===== src/verilog/id_pkg.sv =====
// **************************************
// Decode stage definitions
// Word and field widths, opcodes and
// ALU operation classes for MIPS32
// **************************************

package id_pkg;

    localparam int WORD_W     = 32;            // Instruction and data word
    localparam int REG_W      = 5;             // Register number
    localparam int OP_W       = 6;             // Opcode field
    localparam int REG_NUM    = 1 << REG_W;    // Architectural registers

    typedef logic [WORD_W-1:0] word_t;
    typedef logic [REG_W-1:0]  reg_addr_t;
    typedef logic [OP_W-1:0]   opcode_t;
    typedef logic [1:0]        alu_op_t;

    // Field positions in the instruction word
    localparam int OP_MSB     = 31;
    localparam int RS_MSB     = 25;
    localparam int RT_MSB     = 20;
    localparam int RD_MSB     = 15;
    localparam int IMM_W      = 16;            // Immediate, I-type
    localparam int JUMP_IDX_W = 26;            // Target index, J-type

    localparam opcode_t OP_RTYPE = 6'd0;
    localparam opcode_t OP_J     = 6'd2;
    localparam opcode_t OP_BEQ   = 6'd4;
    localparam opcode_t OP_BNE   = 6'd5;
    localparam opcode_t OP_ADDI  = 6'd8;
    localparam opcode_t OP_LW    = 6'd35;
    localparam opcode_t OP_SW    = 6'd43;

    // Operation class handed to the ALU control
    localparam alu_op_t ALU_ADD   = 2'b00;
    localparam alu_op_t ALU_SUB   = 2'b01;
    localparam alu_op_t ALU_FUNCT = 2'b10;

endpackage

===== src/verilog/id_fwd_if.sv =====
// **************************************
// Branch forwarding link between the
// decode stage and the forwarding unit
// **************************************

interface id_fwd_if import id_pkg::*;
    ();

    reg_addr_t rs;          // Source register A of the branch compare
    reg_addr_t rt;          // Source register B of the branch compare
    logic      forward_a;   // Take memory-stage result for operand A
    logic      forward_b;   // Take memory-stage result for operand B

    modport stage (
        output rs,
        output rt,
        input  forward_a,
        input  forward_b
    );

    modport unit (
        input  rs,
        input  rt,
        output forward_a,
        output forward_b
    );

endinterface


===== src/verilog/id_top.sv =====
// **************************************
// Decode stage top level
// Register file, main control, branch
// forwarding and the decode datapath
// **************************************

module id_top import id_pkg::*;
    (
        input  logic      i_clk,
        input  logic      i_rst,
        input  word_t     i_instruction,
        input  word_t     i_npc,
        input  word_t     i_alu_result_m,     // Memory-stage ALU result
        input  logic      i_reg_write_m,
        input  reg_addr_t i_write_reg_m,
        input  logic      i_reg_write_w,      // Write-back port
        input  reg_addr_t i_write_reg_w,
        input  word_t     i_write_data_w,
        output word_t     o_jump_addr,
        output word_t     o_branch_addr,
        output word_t     o_read_data_1,
        output word_t     o_read_data_2,
        output word_t     o_instr_imm,
        output reg_addr_t o_instr_rs,
        output reg_addr_t o_instr_rt,
        output reg_addr_t o_instr_rd,
        output logic      o_pc_src,
        output logic      o_jump,
        output logic      o_reg_write,
        output logic      o_reg_dst,
        output logic      o_alu_src,
        output logic      o_mem_read,
        output logic      o_mem_write,
        output logic      o_mem_to_reg,
        output alu_op_t   o_alu_op
    );

    word_t rf_data_1;
    word_t rf_data_2;
    logic  branch;
    logic  equal;

    id_fwd_if fwd ();

    assign o_instr_rs = fwd.rs;
    assign o_instr_rt = fwd.rt;

    register_file u_register_file (
        .i_clk         (i_clk),
        .i_rst         (i_rst),
        .i_read_reg_1  (fwd.rs),
        .i_read_reg_2  (fwd.rt),
        .i_reg_write   (i_reg_write_w),
        .i_write_reg   (i_write_reg_w),
        .i_write_data  (i_write_data_w),
        .o_read_data_1 (rf_data_1),
        .o_read_data_2 (rf_data_2)
    );

    main_control u_main_control (
        .i_opcode     (i_instruction[OP_MSB -: OP_W]),
        .o_branch     (branch),
        .o_equal      (equal),
        .o_jump       (o_jump),
        .o_reg_write  (o_reg_write),
        .o_reg_dst    (o_reg_dst),
        .o_alu_src    (o_alu_src),
        .o_mem_read   (o_mem_read),
        .o_mem_write  (o_mem_write),
        .o_mem_to_reg (o_mem_to_reg),
        .o_alu_op     (o_alu_op)
    );

    branch_forward_unit u_branch_forward_unit (
        .i_reg_write_m (i_reg_write_m),
        .i_write_reg_m (i_write_reg_m),
        .fwd           (fwd)
    );

    decode_stage u_decode_stage (
        .i_instruction  (i_instruction),
        .i_npc          (i_npc),
        .i_alu_result_m (i_alu_result_m),
        .i_read_data_1  (rf_data_1),
        .i_read_data_2  (rf_data_2),
        .i_branch       (branch),
        .i_equal        (equal),
        .fwd            (fwd),
        .o_jump_addr    (o_jump_addr),
        .o_branch_addr  (o_branch_addr),
        .o_read_data_1  (o_read_data_1),
        .o_read_data_2  (o_read_data_2),
        .o_instr_imm    (o_instr_imm),
        .o_pc_src       (o_pc_src),
        .o_instr_rd     (o_instr_rd)
    );

endmodule


===== src/verilog/decode_stage.sv =====
// **************************************
// Instruction decode datapath
// Field split, immediate extension,
// branch and jump targets, forwarded
// compare and the PC source decision
// **************************************

module decode_stage import id_pkg::*;
    (
        input  word_t     i_instruction,
        input  word_t     i_npc,              // PC + 4 of this instruction
        input  word_t     i_alu_result_m,     // Forwarded from memory stage
        input  word_t     i_read_data_1,      // Register file port 1
        input  word_t     i_read_data_2,      // Register file port 2
        input  logic      i_branch,
        input  logic      i_equal,
        id_fwd_if.stage   fwd,
        output word_t     o_jump_addr,
        output word_t     o_branch_addr,
        output word_t     o_read_data_1,      // Operand A after forwarding
        output word_t     o_read_data_2,      // Operand B after forwarding
        output word_t     o_instr_imm,        // Sign-extended immediate
        output logic      o_pc_src,           // Take the branch
        output reg_addr_t o_instr_rd
    );

    localparam int PC_HI_W = WORD_W - JUMP_IDX_W - 2;

    word_t ext_imm;
    word_t operand_a;
    word_t operand_b;
    logic  operands_equal;

    // Register fields
    assign fwd.rs     = i_instruction[RS_MSB -: REG_W];
    assign fwd.rt     = i_instruction[RT_MSB -: REG_W];
    assign o_instr_rd = i_instruction[RD_MSB -: REG_W];

    assign ext_imm = {{(WORD_W - IMM_W){i_instruction[IMM_W-1]}},
                      i_instruction[IMM_W-1:0]};
    assign o_instr_imm = ext_imm;

    // Word offset, so scale by four
    assign o_branch_addr = i_npc + (ext_imm << 2);

    // Region bits of npc, then the word index
    assign o_jump_addr = {i_npc[WORD_W-1 -: PC_HI_W],
                          i_instruction[JUMP_IDX_W-1:0],
                          2'b00};

    // Result still in flight in memory stage
    assign operand_a = fwd.forward_a ? i_alu_result_m : i_read_data_1;
    assign operand_b = fwd.forward_b ? i_alu_result_m : i_read_data_2;

    assign o_read_data_1 = operand_a;
    assign o_read_data_2 = operand_b;

    assign operands_equal = (operand_a == operand_b);

    // beq wants equal, bne wants unequal
    assign o_pc_src = i_branch && (operands_equal == i_equal);

endmodule


===== src/verilog/branch_forward_unit.sv =====
// **************************************
// Branch forwarding unit
// Routes the memory-stage ALU result to
// the branch compare in decode
// **************************************

module branch_forward_unit import id_pkg::*;
    (
        input  logic      i_reg_write_m,    // Memory stage will write back
        input  reg_addr_t i_write_reg_m,    // Memory stage destination
        id_fwd_if.unit    fwd
    );

    logic dest_live;

    // r0 results are discarded, so they are never forwarded
    assign dest_live = i_reg_write_m && (i_write_reg_m != '0);

    assign fwd.forward_a = dest_live && (i_write_reg_m == fwd.rs);
    assign fwd.forward_b = dest_live && (i_write_reg_m == fwd.rt);

    // The decode stage owns rs and rt, so this ties both sides together
    always_comb begin
        a_no_r0_fwd: assert (!(fwd.forward_a && fwd.rs == '0) &&
                             !(fwd.forward_b && fwd.rt == '0))
            else $error("branch_forward_unit: forward raised for r0");
    end

endmodule


===== src/verilog/main_control.sv =====
// **************************************
// Main control decoder
// Turns the opcode into branch, jump and
// datapath control lines
// **************************************

module main_control import id_pkg::*;
    (
        input  opcode_t i_opcode,
        output logic    o_branch,       // Conditional branch
        output logic    o_equal,        // High for beq, low for bne
        output logic    o_jump,
        output logic    o_reg_write,
        output logic    o_reg_dst,      // Destination is rd, not rt
        output logic    o_alu_src,      // ALU operand B is the immediate
        output logic    o_mem_read,
        output logic    o_mem_write,
        output logic    o_mem_to_reg,   // Write back the load data
        output alu_op_t o_alu_op
    );

    always_comb begin
        o_branch     = 1'b0;
        o_equal      = 1'b0;
        o_jump       = 1'b0;
        o_reg_write  = 1'b0;
        o_reg_dst    = 1'b0;
        o_alu_src    = 1'b0;
        o_mem_read   = 1'b0;
        o_mem_write  = 1'b0;
        o_mem_to_reg = 1'b0;
        o_alu_op     = '0;              // Also for j and unknown opcodes

        case (i_opcode)
            OP_RTYPE: begin
                o_reg_write = 1'b1;
                o_reg_dst   = 1'b1;
                o_alu_op    = ALU_FUNCT;
            end
            OP_ADDI: begin
                o_reg_write = 1'b1;
                o_alu_src   = 1'b1;
                o_alu_op    = ALU_ADD;
            end
            OP_LW: begin
                o_reg_write  = 1'b1;
                o_alu_src    = 1'b1;
                o_mem_read   = 1'b1;
                o_mem_to_reg = 1'b1;
                o_alu_op     = ALU_ADD;     // Address calculation
            end
            OP_SW: begin
                o_alu_src   = 1'b1;
                o_mem_write = 1'b1;
                o_alu_op    = ALU_ADD;
            end
            OP_BEQ: begin
                o_branch = 1'b1;
                o_equal  = 1'b1;
                o_alu_op = ALU_SUB;
            end
            OP_BNE: begin
                o_branch = 1'b1;
                o_alu_op = ALU_SUB;
            end
            OP_J: begin
                o_jump = 1'b1;
            end
            default: begin
            end
        endcase
    end

    // Memory port sees at most one access per instruction
    always_comb begin
        a_mem_excl: assert (!(o_mem_read && o_mem_write))
            else $error("main_control: read and write together");
    end

endmodule


===== src/verilog/register_file.sv =====
// **************************************
// Register file, 32 words of 32 bits
// Two async read ports, one clocked write
// port, r0 tied to zero, write bypass
// **************************************

module register_file import id_pkg::*;
    (
        input  logic      i_clk,
        input  logic      i_rst,
        input  reg_addr_t i_read_reg_1,     // Read port 1 address
        input  reg_addr_t i_read_reg_2,     // Read port 2 address
        input  logic      i_reg_write,      // Write strobe from write-back
        input  reg_addr_t i_write_reg,      // Write address
        input  word_t     i_write_data,     // Write data
        output word_t     o_read_data_1,
        output word_t     o_read_data_2
    );

    word_t regs [REG_NUM];
    logic  write_en;

    // r0 is never a legal destination
    assign write_en = i_reg_write && (i_write_reg != '0);

    always_ff @(posedge i_clk) begin
        if (i_rst) begin
            for (int i = 0; i < REG_NUM; i++) begin
                regs[i] <= '0;
            end
        end else if (write_en) begin
            regs[i_write_reg] <= i_write_data;
        end
    end

    // One read port, with the pending write bypassed to the output
    function automatic word_t read_port(input reg_addr_t addr);
        word_t data;
        if (addr == '0) begin
            data = '0;                          // r0 reads zero
        end else if (write_en && (addr == i_write_reg)) begin
            data = i_write_data;                // Write-through
        end else begin
            data = regs[addr];
        end
        return data;
    endfunction

    assign o_read_data_1 = read_port(i_read_reg_1);
    assign o_read_data_2 = read_port(i_read_reg_2);

    // A write aimed at r0 must leave storage untouched
    a_r0_stays_zero: assert property (
        @(posedge i_clk) disable iff (i_rst)
        (i_reg_write && (i_write_reg == '0)) |=> (regs[0] == '0)
    ) else $error("register_file: r0 was written");

endmodule


===== config.mk =====
export PLATFORM = sky130hd
export DESIGN_NAME = id_top
export DESIGN_NICKNAME = d
export VERILOG_FILES = /design/src/verilog/id_pkg.sv /design/src/verilog/id_fwd_if.sv /design/src/verilog/id_top.sv /design/src/verilog/decode_stage.sv /design/src/verilog/branch_forward_unit.sv /design/src/verilog/main_control.sv /design/src/verilog/register_file.sv
export SDC_FILE = /design/constraint.sdc
export NUM_CORES = 2
export LEC_CHECK = 0
export ABC_AREA = 1
export BUFFER_PORTS_ARGS = -buffer_cell sky130_fd_sc_hd__buf_4
export CORE_MARGIN = 3
export CORE_UTILIZATION = 50
export DETAILED_ROUTE_END_ITERATION = 8
export PLACE_DENSITY = 0.68
export SETUP_SLACK_MARGIN = 0.5
export SYNTH_ARGS = -nofsm -noshare
export SYNTH_HDL_FRONTEND = slang
export SYNTH_HIERARCHICAL = 1
export SYNTH_SLANG_ARGS = --single-unit

===== constraint.sdc =====
create_clock -name i_clk -period 3.5 [get_ports i_clk]
set_input_delay 0.35 -clock i_clk [delete_from_list [all_inputs] [get_ports i_clk]]
set_output_delay 0.35 -clock i_clk [all_outputs]
set_load 0.005 [all_outputs]

==> qor.csv <==
stage,metric,value,unit
layout,largest_registers,u_register_file/regs (1024),
worst_hold_path,min_path_cells,4,
placement,place.gp.congestion,0.979,
floorplan,core,124000,sq um
cts,cts-root-buf,clkbuf_16,
timing,slew_violations,0,
timing,fmax,274,MHz
cts,clock-sinks,1024,
synthesis,syn_area,62700,sq um
drt,highest_layer,met5,
global_route,grtUsageTotal,37.4,%
synthesis,yosys.area.top_type,edfxtp_1,
synthesis,yosys_register_bits,1024,
power,p_per_area,442,nW/um^2
layout,area_growth_syn_to_layout,21.3,%
critical_path,worstSetupPathType,reg2out,
cts,clkSlewWorstSetupHoldPaths,0.06,ns
timing,setup_ws,-0.150,ns
critical_path,cp_cell_sequence,nand2_1 -> nand3_1 -> nand3_1 -> nand2_1 -> a21oi_2 -> nand2_1 -> nand2_1 -> a21oi_1 -> nand2_1 -> nand2_1 -> inv_1 -> nand2_1 -> nand2_1 -> nand2_1 -> nor2_2 -> nand2_2 -> nor2_2 -> nand3_1 -> nand2_2 -> nor2_4 -> buf_6,
synthesis,yosys_warnings,6,
global_route,grt_pass1_vias,57600,
cts,cts_buffers,111,
critical_path,crit_path_start,u_register_file/regs[5][10]$_SDFFCE_PN0P_,
floorplan,die_area,130000,sq um
layout,final_util,61.3,%
timing,period_share,104,%
timing,tightest_slew,1.40,ns
outcome,status,finished with violations,
critical_path,slowest_stage,edfxtp_1,
drt,drc,0,
drt,wl_met1,92.3,mm
drt,wl_met2,111,mm
flow_run,maxCapViolCount,0,
global_route,grt_overflow,0,
synthesis,synth.area.top_cells,"edfxtp_1 49%, nand2_1 13%, nor2_1 8.7%",
synthesis,postSynthAreaPerCell,7.49,sq um
global_route,grt_max_degree,65,
critical_path,cpMostUsedCell,nand2_1,
timing,min_period,3.65,ns
placement,dpl-instance-area,70300,sq um
timing,setup_viol,1,
critical_path,crit_fanout,3,
synthesis,synth.yosys.seq_area_share,49.0,%
floorplan,io_pins,327,
layout,largest-register,u_register_file/regs,
layout,nets,8903,
cts,cts_max_level,3,
power,p_leak,33.9,nW
layout,instances_no_fill,10500,
drt,detail-route-antenna-nets,0,
outcome,violations,setup timing,
drt,wl_per_cell,24.3,um
critical_path,worstPathRequired,3.15,ns
drt,num_vias,63100,
worst_hold_path,hp-start,i_write_reg_w[3],
floorplan,die-width,360,um
power,ir_drop,0.000417,V
synthesis,ys_types,37,
critical_path,crit_arrival,3.30,ns
synthesis,yosysTopAreaCellShare,49.0,%
drt,drt_iter0_drc,9414,
synthesis,synth-async-reset-ratio,0,%
synthesis,synth_edf_count,1024,
placement,numPortBuffers,320,
global_route,antenna_found_initial,9,
timing,hold_viol,0,
cts,cts_buffer_depth,3,
drt,wl_met3,38.4,mm
timing,slew_headroom,6.95,%
layout,drive_above_1_share,17.4,%
layout,fillers,10700,
critical_path,end_kind,output pin,
floorplan,rows,129,
synthesis,synthCells,8373,
placement,dp_cells,10200,
layout,fin_area,76100,sq um
timing,setup_tns,-0.150,ns
floorplan,dieHeight,360,um
drt,via_per_inst,6.02,
drt,drtPass1Iterations,9,
critical_path,setup.worst_path.start_class,register,
global_route,grt_pass1_wl,366,mm
cts,cts_tree,built,
worst_hold_path,hold_path.class,in2reg,
drt,routed_wl,255,mm
synthesis,synthFlopType,edfxtp_1,
floorplan,start_util,50.6,%
worst_hold_path,hold_path_end,u_register_file/regs[7][17]$_SDFFCE_PN0P_,
layout,largest_reg_flops,1024,
critical_path,cpPeakStageDelay,0.41,ns
placement,post-dp-hpwl,169,mm
timing,rsz0062_at_grt,yes,
[cell families after synthesis]
group	synth area share [%]
other cells	0.0120
buf+inv	9.93
simple gates	31.5
fa+ha+maj	0.610
xor+xnor	0.419
compound gates	8.55
flops	49.0
[metal layers]
layer | vias to the layer above | GRT usage [%]
met2 | 4923 | 57.3
met5 | - | 0
met3 | 884 | 10.8
met1 | 29300 | 48.9
li1 | 27900 | -
met4 | 8 | 17.9
[cells in the final DEF (no fill, tap or decap), types with 6 or more instances in the layout]
cell type and n:
nand3_2 86, buf_12 131, xnor2_1 12, clkbuf_1 17, nand2_2 104, nand2_4 25
nand2_1 2103, or2_4 8, clkinv_2 29, o21ai_0 396, inv_1 711, o21ai_2 16
clkinv_1 22, inv_2 21, o211ai_1 201, a21oi_1 265, nand4_1 14, xor2_1 18
buf_6 24, clkbuf_16 117, buf_16 6, conb_1 34, a21oi_2 35, nor2_2 18
nand3_4 31, nand3_1 949, nor3_1 17, or2_2 38, bufinv_16 18, ha_1 29
nor2_1 1428, edfxtp_1 1024, o21ai_1 36, nor2_4 15, buf_4 784
[what timing repair did]
action	CTS	global route
gates resized for setup	209	229
setup buffers	2	17
setup endpoints to repair	46	55
cloned	2	5
pin swaps	52	86
endpoints found under the hold margin	9	0
hold buffers	1	0
[power breakdown]
group	total, W	switching (W)	internal, W	leakage (nW)
logic	0.00679	0.00436	0.00243	22.3
clock network	0.0124	0.00517	0.00719	1.85
registers	0.0145	0.000301	0.0142	9.75
total	0.0336	0.00983	0.0238	33.9
[synthesized netlist by cell type (2+ instances only)]
master and n:
edfxtp_1 1024, nand4_1 14, nand2_1 2231, buf_1 55
o21ai_2 6, buf_2 221, nand3b_1 3, or2_2 46
nor3_1 17, nor2_2 5, buf_6 6, conb_1 2
a21oi_1 305, clkbuf_1 370, buf_4 90, xnor2_1 12
ha_1 29, o211ai_1 201, inv_1 717, inv_2 20
o21bai_1 5, nor2_1 1455, o31ai_1 2, o21ai_0 415
nand3_1 1065, o21ai_1 28, xor2_1 18, clkinv_1 2
[stage by stage]
step	total power, W	hold slack (ns)	setup WS [ns]
floorplan	0.0178	0.589	0.565
global placement	0.0208	0.700	-0.549
detailed placement	0.0208	0.700	-0.528
CTS	0.0332	0.182	-0.0974
global route	0.0346	0.258	-0.282
finish	0.0336	0.249	-0.150
[critical path, delay by kind of cell (launching register included)]
family | cells | cell delay [ns]
AND/OR/NAND/NOR | 17 | 1.67
AO/OA/AOI/OAI | 2 | 0.29
buffers and inverters | 2 | 0.18
flip-flops | 1 | 0.41
[how the worst max path moves through the flow]
stage	endpoint	slack, ns	cells past startpoint
floorplan	o_pc_src	0.56	23
global placement	o_pc_src	-0.55	20
detailed placement	o_pc_src	-0.53	20
CTS	o_pc_src	-0.1	23
global route	o_pc_src	-0.28	23
finish	o_pc_src	-0.15	21
[final cells by class]
cell class | instances | area [sq um] | share of cell area [%]
Antenna cell | 5 | 12.5 | 0.0164
Clock buffer | 129 | 2870 | 3.77
Clock inverter | 80 | 902 | 1.19
Inverter | 739 | 2810 | 3.69
Multi-Input combinational cell | 5899 | 27500 | 36.2
Sequential cell | 1024 | 30700 | 40.4
Tap cell | 1637 | 2050 | 2.69
Timing Repair Buffer | 956 | 9190 | 12.1
(Power assumes the default switching activity.)
